### src/rtl/rc4_pkg.sv
`default_nettype none

package rc4_pkg;

	typedef logic [7:0] byte_t;		// one byte of state, cipher or plain memory
	typedef logic [7:0] saddr_t;	// state memory address, 256 entries
	typedef logic [4:0] maddr_t;	// message memory address, 32 entries
	typedef logic [23:0] key_t;		// byte 0 in [23:16], byte 1 in [15:8], byte 2 in [7:0]

	// message and key geometry
	localparam int MSG_LEN = 32;
	localparam int KEY_BYTES = 3;	// key bytes cycle through the schedule

	// top of the search range, only 22 bits of key are searched
	localparam key_t KEY_LAST = 24'h3F_FFFF;

	// accepted plaintext bytes
	localparam byte_t CHAR_LO = 8'h61;		// 'a'
	localparam byte_t CHAR_HI = 8'h7A;		// 'z'
	localparam byte_t CHAR_SPACE = 8'h20;	// ' '

	// search controller states
	typedef enum logic [2:0]
	{
		IDLE,	// waiting for start
		INIT,	// identity fill of s
		KSA,	// key schedule swaps
		PRGA,	// keystream, decrypt and check
		DONE	// result held until next start
	} search_state_t;

endpackage

`default_nettype wire

### src/rtl/mem_bus_if.sv
`timescale 1ns/1ps
`default_nettype none

// one engine's port into the 256 byte state memory
interface mem_bus_if;
	import rc4_pkg::*;

	saddr_t addr;	// shared by read and write
	byte_t wdata;
	logic wren;
	byte_t rdata;	// registered, one cycle after addr

	modport engine (output addr, output wdata, output wren, input rdata);
	modport mem (input addr, input wdata, input wren, output rdata);

endinterface

`default_nettype wire

### src/rtl/sync_ram.sv
`timescale 1ns/1ps
`default_nettype none

module sync_ram #(
	parameter int ADDR_W = 8	// 8 for state memory, 5 for message memories
)
(
	input wire clk,
	input wire [ADDR_W-1:0] waddr,
	input wire rc4_pkg::byte_t wdata,
	input wire wren,
	input wire [ADDR_W-1:0] raddr,
	output rc4_pkg::byte_t rdata
);
	import rc4_pkg::*;

	byte_t mem [2**ADDR_W];	// contents undefined until written

	always_ff @(posedge clk)
	begin
		if (wren)
			mem[waddr] <= wdata;
		rdata <= mem[raddr];	// old data on a same-address write
	end

endmodule

`default_nettype wire

### src/rtl/s_init_engine.sv
`timescale 1ns/1ps
`default_nettype none

module s_init_engine
(
	input wire clk,
	input wire reset,
	input wire start,
	output logic done,
	mem_bus_if.engine bus
);
	import rc4_pkg::*;

	saddr_t i;		// fill index, also the value written
	logic active;

	// s[i] = i, one byte per cycle
	assign bus.addr = i;
	assign bus.wdata = byte_t'(i);
	assign bus.wren = active;

	always_ff @(posedge clk, posedge reset)
	begin
		if (reset)
		begin
			i <= '0;
			active <= 1'b0;
			done <= 1'b0;
		end
		else
		begin
			done <= 1'b0;
			if (start)	// a new start restarts a run that is still going
			begin
				i <= '0;
				active <= 1'b1;
			end
			else if (active)
			begin
				i <= i + 1'b1;
				if (i == 8'hFF)	// last write this cycle
				begin
					active <= 1'b0;
					done <= 1'b1;
				end
			end
		end
	end

endmodule

`default_nettype wire

### src/rtl/ksa_engine.sv
`timescale 1ns/1ps
`default_nettype none

module ksa_engine
(
	input wire clk,
	input wire reset,
	input wire start,
	input wire rc4_pkg::key_t key,
	output logic done,
	mem_bus_if.engine bus
);
	import rc4_pkg::*;

	// four cycles per i, built around the one cycle read latency
	typedef enum logic [2:0]
	{
		K_IDLE,
		K_RD_I,		// present i
		K_GET_I,	// s[i] back, compute j and present it
		K_WR_J,		// s[j] back, write s[j] = s[i]
		K_WR_I		// write s[i] = s[j]
	} ksa_state_t;

	ksa_state_t state;
	saddr_t i;
	saddr_t j;
	logic [1:0] kidx;	// i mod 3
	byte_t kbyte;
	byte_t si;			// held copy of s[i]
	byte_t sj;			// held copy of s[j]
	saddr_t j_next;

	always_comb
	begin
		case (kidx)
			2'd0: kbyte = key[23:16];
			2'd1: kbyte = key[15:8];
			default: kbyte = key[7:0];
		endcase
	end

	assign j_next = j + bus.rdata + kbyte;	// only meaningful in K_GET_I

	always_comb
	begin
		bus.addr = i;		// K_RD_I and K_WR_I
		bus.wdata = sj;
		bus.wren = 1'b0;
		case (state)
			K_GET_I: bus.addr = j_next;	// read s[j] straight away
			K_WR_J:
			begin
				bus.addr = j;
				bus.wdata = si;
				bus.wren = 1'b1;
			end
			K_WR_I: bus.wren = 1'b1;
			default: ;
		endcase
	end

	always_ff @(posedge clk, posedge reset)
	begin
		if (reset)
		begin
			state <= K_IDLE;
			i <= '0;
			j <= '0;
			kidx <= '0;
			done <= 1'b0;
		end
		else
		begin
			done <= 1'b0;
			if (start)
			begin
				i <= '0;
				j <= '0;
				kidx <= '0;
				state <= K_RD_I;
			end
			else
			begin
				case (state)
					K_RD_I: state <= K_GET_I;
					K_GET_I:
					begin
						j <= j_next;
						state <= K_WR_J;
					end
					K_WR_J: state <= K_WR_I;
					K_WR_I:
					begin
						i <= i + 1'b1;
						kidx <= (kidx == 2'(KEY_BYTES - 1)) ? 2'd0 : kidx + 1'b1;
						if (i == 8'hFF)	// swap of the last entry just written
						begin
							done <= 1'b1;
							state <= K_IDLE;
						end
						else
							state <= K_RD_I;
					end
					default: state <= K_IDLE;
				endcase
			end
		end
	end

	// swap payload, no reset
	always_ff @(posedge clk)
	begin
		if (state == K_GET_I)
			si <= bus.rdata;
		if (state == K_WR_J)
			sj <= bus.rdata;
	end

endmodule

`default_nettype wire

### src/rtl/prga_engine.sv
`timescale 1ns/1ps
`default_nettype none

module prga_engine
(
	input wire clk,
	input wire reset,
	input wire start,
	output logic done,
	output logic valid,
	mem_bus_if.engine bus,
	output rc4_pkg::maddr_t cipher_addr,
	input wire rc4_pkg::byte_t cipher_data,
	output rc4_pkg::maddr_t plain_addr,
	output rc4_pkg::byte_t plain_data,
	output logic plain_wr
);
	import rc4_pkg::*;

	// six cycles per message byte
	typedef enum logic [2:0]
	{
		P_IDLE,
		P_RD_I,		// i = i + 1, present it
		P_GET_I,	// s[i] back, j = j + s[i], present j
		P_WR_J,		// s[j] back, write s[j] = s[i]
		P_WR_I,		// write s[i] = s[j]
		P_RD_T,		// present s[i] + s[j]
		P_GET_T		// keystream byte back, decrypt and check
	} prga_state_t;

	prga_state_t state;
	saddr_t i;
	saddr_t j;
	maddr_t k;			// message byte index
	byte_t si;
	byte_t sj;
	saddr_t i_inc;
	saddr_t j_next;
	logic char_ok;

	assign i_inc = i + 1'b1;
	assign j_next = j + bus.rdata;	// used in P_GET_I

	always_comb
	begin
		bus.addr = i;
		bus.wdata = sj;
		bus.wren = 1'b0;
		case (state)
			P_RD_I: bus.addr = i_inc;
			P_GET_I: bus.addr = j_next;
			P_WR_J:
			begin
				bus.addr = j;
				bus.wdata = si;
				bus.wren = 1'b1;
			end
			P_WR_I: bus.wren = 1'b1;	// s[i] = s[j]
			P_RD_T: bus.addr = si + sj;
			default: ;
		endcase
	end

	// cipher byte k is ready long before P_GET_T
	assign cipher_addr = k;
	assign plain_addr = k;
	assign plain_data = bus.rdata ^ cipher_data;
	assign plain_wr = (state == P_GET_T);

	// lower case letter or space
	assign char_ok = ((plain_data >= CHAR_LO) && (plain_data <= CHAR_HI))
		|| (plain_data == CHAR_SPACE);

	always_ff @(posedge clk, posedge reset)
	begin
		if (reset)
		begin
			state <= P_IDLE;
			i <= '0;
			j <= '0;
			k <= '0;
			done <= 1'b0;
			valid <= 1'b0;
		end
		else
		begin
			done <= 1'b0;
			if (start)
			begin
				i <= '0;
				j <= '0;
				k <= '0;
				valid <= 1'b0;
				state <= P_RD_I;
			end
			else
			begin
				case (state)
					P_RD_I:
					begin
						i <= i_inc;
						state <= P_GET_I;
					end
					P_GET_I:
					begin
						j <= j_next;
						state <= P_WR_J;
					end
					P_WR_J: state <= P_WR_I;
					P_WR_I: state <= P_RD_T;
					P_RD_T: state <= P_GET_T;
					P_GET_T:
					begin
						if (!char_ok)	// bad byte, give up on this key
						begin
							done <= 1'b1;
							valid <= 1'b0;
							state <= P_IDLE;
						end
						else if (k == maddr_t'(MSG_LEN - 1))
						begin
							done <= 1'b1;
							valid <= 1'b1;	// whole message readable
							state <= P_IDLE;
						end
						else
						begin
							k <= k + 1'b1;
							state <= P_RD_I;
						end
					end
					default: state <= P_IDLE;
				endcase
			end
		end
	end

	always_ff @(posedge clk)
	begin
		if (state == P_GET_I)
			si <= bus.rdata;
		if (state == P_WR_J)
			sj <= bus.rdata;
	end

endmodule

`default_nettype wire

### src/rtl/key_search.sv
`timescale 1ns/1ps
`default_nettype none

module key_search
(
	input wire clk,
	input wire reset,
	input wire start,
	input wire stop,
	input wire rc4_pkg::key_t key_start,
	output rc4_pkg::key_t key,
	output logic busy,
	output logic done,
	output logic found,
	mem_bus_if.mem init_bus,
	mem_bus_if.mem ksa_bus,
	mem_bus_if.mem prga_bus,
	mem_bus_if.engine s_bus,
	output logic init_start,
	output logic ksa_start,
	output logic prga_start,
	input wire init_done,
	input wire ksa_done,
	input wire prga_done,
	input wire prga_valid
);
	import rc4_pkg::*;

	search_state_t state;

	assign busy = (state == INIT) || (state == KSA) || (state == PRGA);
	assign done = (state == DONE);

	// read data fans out to every engine, only the owner uses it
	assign init_bus.rdata = s_bus.rdata;
	assign ksa_bus.rdata = s_bus.rdata;
	assign prga_bus.rdata = s_bus.rdata;

	// state memory goes to the engine of the current phase
	always_comb
	begin
		s_bus.addr = prga_bus.addr;
		s_bus.wdata = prga_bus.wdata;
		s_bus.wren = 1'b0;	// no writes outside a phase
		case (state)
			INIT:
			begin
				s_bus.addr = init_bus.addr;
				s_bus.wdata = init_bus.wdata;
				s_bus.wren = init_bus.wren;
			end
			KSA:
			begin
				s_bus.addr = ksa_bus.addr;
				s_bus.wdata = ksa_bus.wdata;
				s_bus.wren = ksa_bus.wren;
			end
			PRGA: s_bus.wren = prga_bus.wren;
			default: ;
		endcase
	end

	always_ff @(posedge clk, posedge reset)
	begin
		if (reset)
		begin
			state <= IDLE;
			key <= '0;
			found <= 1'b0;
			init_start <= 1'b0;
			ksa_start <= 1'b0;
			prga_start <= 1'b0;
		end
		else
		begin
			init_start <= 1'b0;	// strobes last one cycle
			ksa_start <= 1'b0;
			prga_start <= 1'b0;
			if (stop)
			begin
				found <= 1'b0;
				state <= DONE;
			end
			else
			begin
				case (state)
					IDLE, DONE:
					begin
						if (start)
						begin
							key <= key_start;
							found <= 1'b0;
							init_start <= 1'b1;
							state <= INIT;
						end
					end
					INIT:
					begin
						if (init_done)
						begin
							ksa_start <= 1'b1;
							state <= KSA;
						end
					end
					KSA:
					begin
						if (ksa_done)
						begin
							prga_start <= 1'b1;
							state <= PRGA;
						end
					end
					PRGA:
					begin
						if (prga_done)
						begin
							if (prga_valid)
							begin
								found <= 1'b1;
								state <= DONE;
							end
							else if (key == KEY_LAST)	// range exhausted
								state <= DONE;
							else
							begin
								key <= key + 1'b1;
								init_start <= 1'b1;
								state <= INIT;
							end
						end
					end
					default: state <= IDLE;
				endcase
			end
		end
	end

endmodule

`default_nettype wire

### src/rtl/rc4_cracker_top.sv
`timescale 1ns/1ps
`default_nettype none

module rc4_cracker_top
(
	input wire clk,
	input wire reset,
	input wire start,
	input wire stop,
	input wire rc4_pkg::key_t key_start,
	input wire cipher_wr,
	input wire rc4_pkg::maddr_t cipher_addr,
	input wire rc4_pkg::byte_t cipher_data,
	input wire rc4_pkg::maddr_t plain_addr,
	output rc4_pkg::byte_t plain_data,
	output rc4_pkg::key_t key,
	output logic busy,
	output logic done,
	output logic found
);
	import rc4_pkg::*;

	logic init_start;
	logic ksa_start;
	logic prga_start;
	logic init_done;
	logic ksa_done;
	logic prga_done;
	logic prga_valid;
	maddr_t prga_cipher_addr;	// prga side of the message memories
	byte_t prga_cipher_data;
	maddr_t prga_plain_addr;
	byte_t prga_plain_data;
	logic prga_plain_wr;

	mem_bus_if init_bus ();
	mem_bus_if ksa_bus ();
	mem_bus_if prga_bus ();
	mem_bus_if s_bus ();	// muxed bus at the state memory

	sync_ram #(.ADDR_W($bits(saddr_t))) s_mem_inst (
		.clk(clk), .waddr(s_bus.addr), .wdata(s_bus.wdata), .wren(s_bus.wren),
		.raddr(s_bus.addr), .rdata(s_bus.rdata));

	// written from the top ports, read by prga
	sync_ram #(.ADDR_W($bits(maddr_t))) cipher_mem_inst (
		.clk(clk), .waddr(cipher_addr), .wdata(cipher_data), .wren(cipher_wr),
		.raddr(prga_cipher_addr), .rdata(prga_cipher_data));

	// written by prga, read back through the top ports
	sync_ram #(.ADDR_W($bits(maddr_t))) plain_mem_inst (
		.clk(clk), .waddr(prga_plain_addr), .wdata(prga_plain_data), .wren(prga_plain_wr),
		.raddr(plain_addr), .rdata(plain_data));

	s_init_engine s_init_engine_inst (
		.clk(clk), .reset(reset), .start(init_start), .done(init_done), .bus(init_bus));

	ksa_engine ksa_engine_inst (
		.clk(clk), .reset(reset), .start(ksa_start), .key(key), .done(ksa_done),
		.bus(ksa_bus));

	prga_engine prga_engine_inst (
		.clk(clk), .reset(reset), .start(prga_start), .done(prga_done), .valid(prga_valid),
		.bus(prga_bus), .cipher_addr(prga_cipher_addr), .cipher_data(prga_cipher_data),
		.plain_addr(prga_plain_addr), .plain_data(prga_plain_data),
		.plain_wr(prga_plain_wr));

	key_search key_search_inst (
		.clk(clk), .reset(reset), .start(start), .stop(stop), .key_start(key_start),
		.key(key), .busy(busy), .done(done), .found(found),
		.init_bus(init_bus), .ksa_bus(ksa_bus), .prga_bus(prga_bus), .s_bus(s_bus),
		.init_start(init_start), .ksa_start(ksa_start), .prga_start(prga_start),
		.init_done(init_done), .ksa_done(ksa_done), .prga_done(prga_done),
		.prga_valid(prga_valid));

endmodule

`default_nettype wire

### config.mk
export PLATFORM = sky130hd
export DESIGN_NAME = rc4_cracker_top
export DESIGN_NICKNAME = d
export VERILOG_FILES = /design/src/rtl/rc4_pkg.sv /design/src/rtl/mem_bus_if.sv /design/src/rtl/sync_ram.sv /design/src/rtl/s_init_engine.sv /design/src/rtl/ksa_engine.sv /design/src/rtl/prga_engine.sv /design/src/rtl/key_search.sv /design/src/rtl/rc4_cracker_top.sv
export SDC_FILE = /design/constraint.sdc
export NUM_CORES = 2
export LEC_CHECK = 0
export BUFFER_PORTS_ARGS = -buffer_cell sky130_fd_sc_hd__buf_2
export CAP_MARGIN = 20
export CORE_UTILIZATION = 30
export DETAILED_ROUTE_END_ITERATION = 16
export PLACE_DENSITY_LB_ADDON = 0.3
export SETUP_SLACK_MARGIN = 0.15
export SLEW_MARGIN = 0
export SYNTH_ARGS = -nofsm -noshare
export SYNTH_HDL_FRONTEND = slang
export SYNTH_HIERARCHICAL = 1
export SYNTH_SLANG_ARGS = --single-unit
### constraint.sdc
create_clock -name clk -period 4.94 [get_ports clk]
set_input_delay 0.988 -clock clk [delete_from_list [all_inputs] [get_ports clk]]
set_output_delay 0.988 -clock clk [all_outputs]
set_load 0.05 [all_outputs]
==> metrics <==
status completed; final setup vio count 0; Highest Clock Rate 204.5 MHz; vias after detailed routing 57100; total DRC errors in the routed layout 0; final design instance area without fill 130900 um2; number of antenna violations at the first check in global routing 9; count of synthesis-stage warnings from yosys 6; Peak supply drop about 0.00026 V; post-synthesis average cell area about 20 um2; Final Power between 40 and 50 mW; sw power ~10 mW; RSZ-0062 raised after global routing true; total clock buffers created by CTS 286; final core area utilization 36.49%; synthesized instance count 5501; sort of element at the start of the critical path flip-flop; clock-pin transition on the worst setup and hold timing paths about 0.06 ns; standard cell area after detailed placement about 120000 um2; switching share of total power 21.51%; post-cts hold buffer count 0; cell internal power dissipation around 38 mW; critical path data required time about 5.7 ns; Net count, final 6418; Placement Setup Slack -1.655 ns; netlist area before placement 108100 um2; ratio of routed vias to standard cells 5.044; fraction of power consumed by sequential logic around half; First-pass DRT Iterations 6; path type of the worst setup path flip-flop to flip-flop; sequential cell area in the final layout about 80000 um2; post-DR wirelength/cell 25.62 um; final worst-path setup slack 0.04917 ns; row count 220; flop2flop setup slack 0.05 ns; Tot GR Track Use 15.54%; clock latency reported for the late side of the worst-skew pair 0.84 ns; area inside the core boundary 358700 um2; number of maximum-capacitance violations 0; Die Outline Area 362600 um2; via count of the first global-routing pass 57640; type of the worst min-delay path primary input to asynchronous set/reset pin; area taken by multi-input logic gates 27040 um2; number of port buffers 81; remaining antenna violation count 0; final estimated routing congestion in global placement 0.8793; post-DP HPWL 186.5 mm; arrival time worst endpoint 5.60 ns; share of total power in the clock network between 40% and 50%; fraction of layout instances using a drive strength above 1 34.17%; final hold violations 0; number of top-level design ports between 80 and 90; Layout Area Growth over Synthesis 21.11%; leakage power total 41.01 nW; initial core utilization 30.13%; Pwr per Cell Area 372.9 nW/um2; Initial DRC Count 5621; clock period minus final worst setup slack 4.891 ns; Max-Slew Margin vs Limit 26.60%; slew at the pin with the worst max-slew slack 1.101 ns; number of H-tree branching levels 5; period utilization approximately 99%; routed wire length 290.1 mm; die span in x 602.2 um; fillers 32770; clock tree sinks ~2700; Max clock buf depth 4; clk root buf clkbuf_16; Slew Viols, Final 0; critical path fanouts, max 18; DIE HEIGHT roughly 600 um; syn_nets 5584; first-pass GRT wire length roughly 420 mm; TritonCTS clock tree built; largest net degree at the start of global routing 173; Logic pwr share approximately 5.5%; CP Capture Type flip-flop; GR Overflow Total 0; post-route clock skew 0.05834 ns
-- stage by stage --
stage          hold WS (ns)  TNS, ns  cells
3_5_place_dp         0.4826  -280.33  10770
3_3_place_gp         0.4683  -376.07  10770
5_1_grt              0.1671  -0.8075  11320
2_1_floorplan        0.4503  -212.43   5501
4_1_cts              0.1369        0  11290
6_report             0.1829        0  11320
-- layout make-up --
type,instances,area share (%)
Inverter,41,0.1185
Timing Repair Buffer,892,6.275
Clock buffer,358,5.836
Tap cell,4773,4.563
Sequential cell,2705,61.55
Antenna cell,2,0.003824
Multi-Input combinational cell,2409,20.66
Clock inverter,142,0.9933
-- flip-flops by register name, indices dropped and copies added (netlist names), 2 cells and up --
register / count
prga_engine_inst/si: 8
plain_mem_inst/rdata: 8
ksa_engine_inst/si: 8
prga_engine_inst/sj: 8
key_search_inst/key: 24
s_init_engine_inst/bus.addr: 8
prga_engine_inst/j: 8
s_mem_inst/mem: 2048
ksa_engine_inst/i: 8
cipher_mem_inst/rdata: 8
ksa_engine_inst/state: 3
ksa_engine_inst/kidx: 2
prga_engine_inst/cipher_addr: 5
key_search_inst/state: 3
prga_engine_inst/i: 8
ksa_engine_inst/j: 8
plain_mem_inst/mem: 256
s_mem_inst/rdata: 8
ksa_engine_inst/sj: 8
cipher_mem_inst/mem: 256
prga_engine_inst/state: 3
-- worst max-delay path, stage by stage, from the launching register on --
cell      delay [ns]
dfxtp_1         0.56
buf_12          0.20
ha_1            0.22
fa_1            0.46
a221oi_1        0.43
o21ai_0         0.16
o311a_1         0.15
nand2_1         0.11
nand2_4         0.13
buf_12          0.20
buf_12          0.20
mux4_2          0.36
mux4_2          0.54
nor2b_4         0.15
nor4_1          0.26
buf_4           0.25
nor4_4          0.07
buf_4           0.16
-- power by group through the flow --
stage	Sequential, mW	Clock, mW	Combinational, mW
6_report	25.3	20.8	2.67
5_1_grt	25.3	22.1	2.83
4_1_cts	25.3	21.3	2.62
3_5_place_dp	25.8	0	2.53
3_3_place_gp	25.8	0	2.50
2_1_floorplan	26.0	0	1.31
-- worst paths after layout --
kind,from,to,cells after the start
worst max-delay path,s_mem_inst/rdata[0],s_mem_inst/rdata[1],17
worst min register to register,ksa_engine_inst/state[2],ksa_engine_inst/state[1],1
worst max register to register,s_mem_inst/rdata[0],s_mem_inst/rdata[1],17
max in group asynchronous,reset,ksa_engine_inst/kidx[0],2
worst min-delay path,reset,prga_engine_inst/j[0],2
min in group clk,key_start[23],key_search_inst/key[23],3
-- metal layers --
| layer | wire [um] | vias up | global-route usage, % |
|---|---|---|---|
| met3 | 17270 | 370 | 2.045 |
| met5 | 0 | - | 0 |
| li1 | - | 24340 | - |
| met1 | 126800 | 30470 | 21.82 |
| met2 | 139400 | 1924 | 25.64 |
| met4 | 6639 | 0 | 3.491 |
-- timing repair --
action,CTS,global route
hold endpoints to repair,0,0
resized for setup,201,200
pin swaps,51,71
endpoints found under the setup margin,2000,1864
cloned,2,8
setup buffers,18,18
-- cells in the final DEF (no fill, tap or decap), types with 13 or more instances in the layout --
master     count
edfxtp_1    2592
buf_4        641
mux4_2       614
nor2_1       365
clkbuf_16    302
mux2i_1      150
nand2_1      138
a21oi_1      137
a22oi_1      126
buf_12        98
dfrtp_1       86
buf_2         80
clkinv_1      63
clkbuf_1      60
buf_6         56
nand3_1       46
nor2_2        40
o21ai_0       38
mux2_2        37
nor2b_1       36
inv_1         35
clkinv_2      34
o221ai_1      34
nor3_1        27
a22oi_2       25
a21oi_2       25
or3_1         23
dfxtp_1       23
a211oi_1      23
o22ai_1       23
bufinv_16     22
nand4_1       22
ha_1          22
nand2b_1      18
nand3b_1      17
o211ai_1      17
nor2_4        16
xnor2_1       14
o221ai_2      13
No activity file was read; power rests on OpenSTA's default activity.
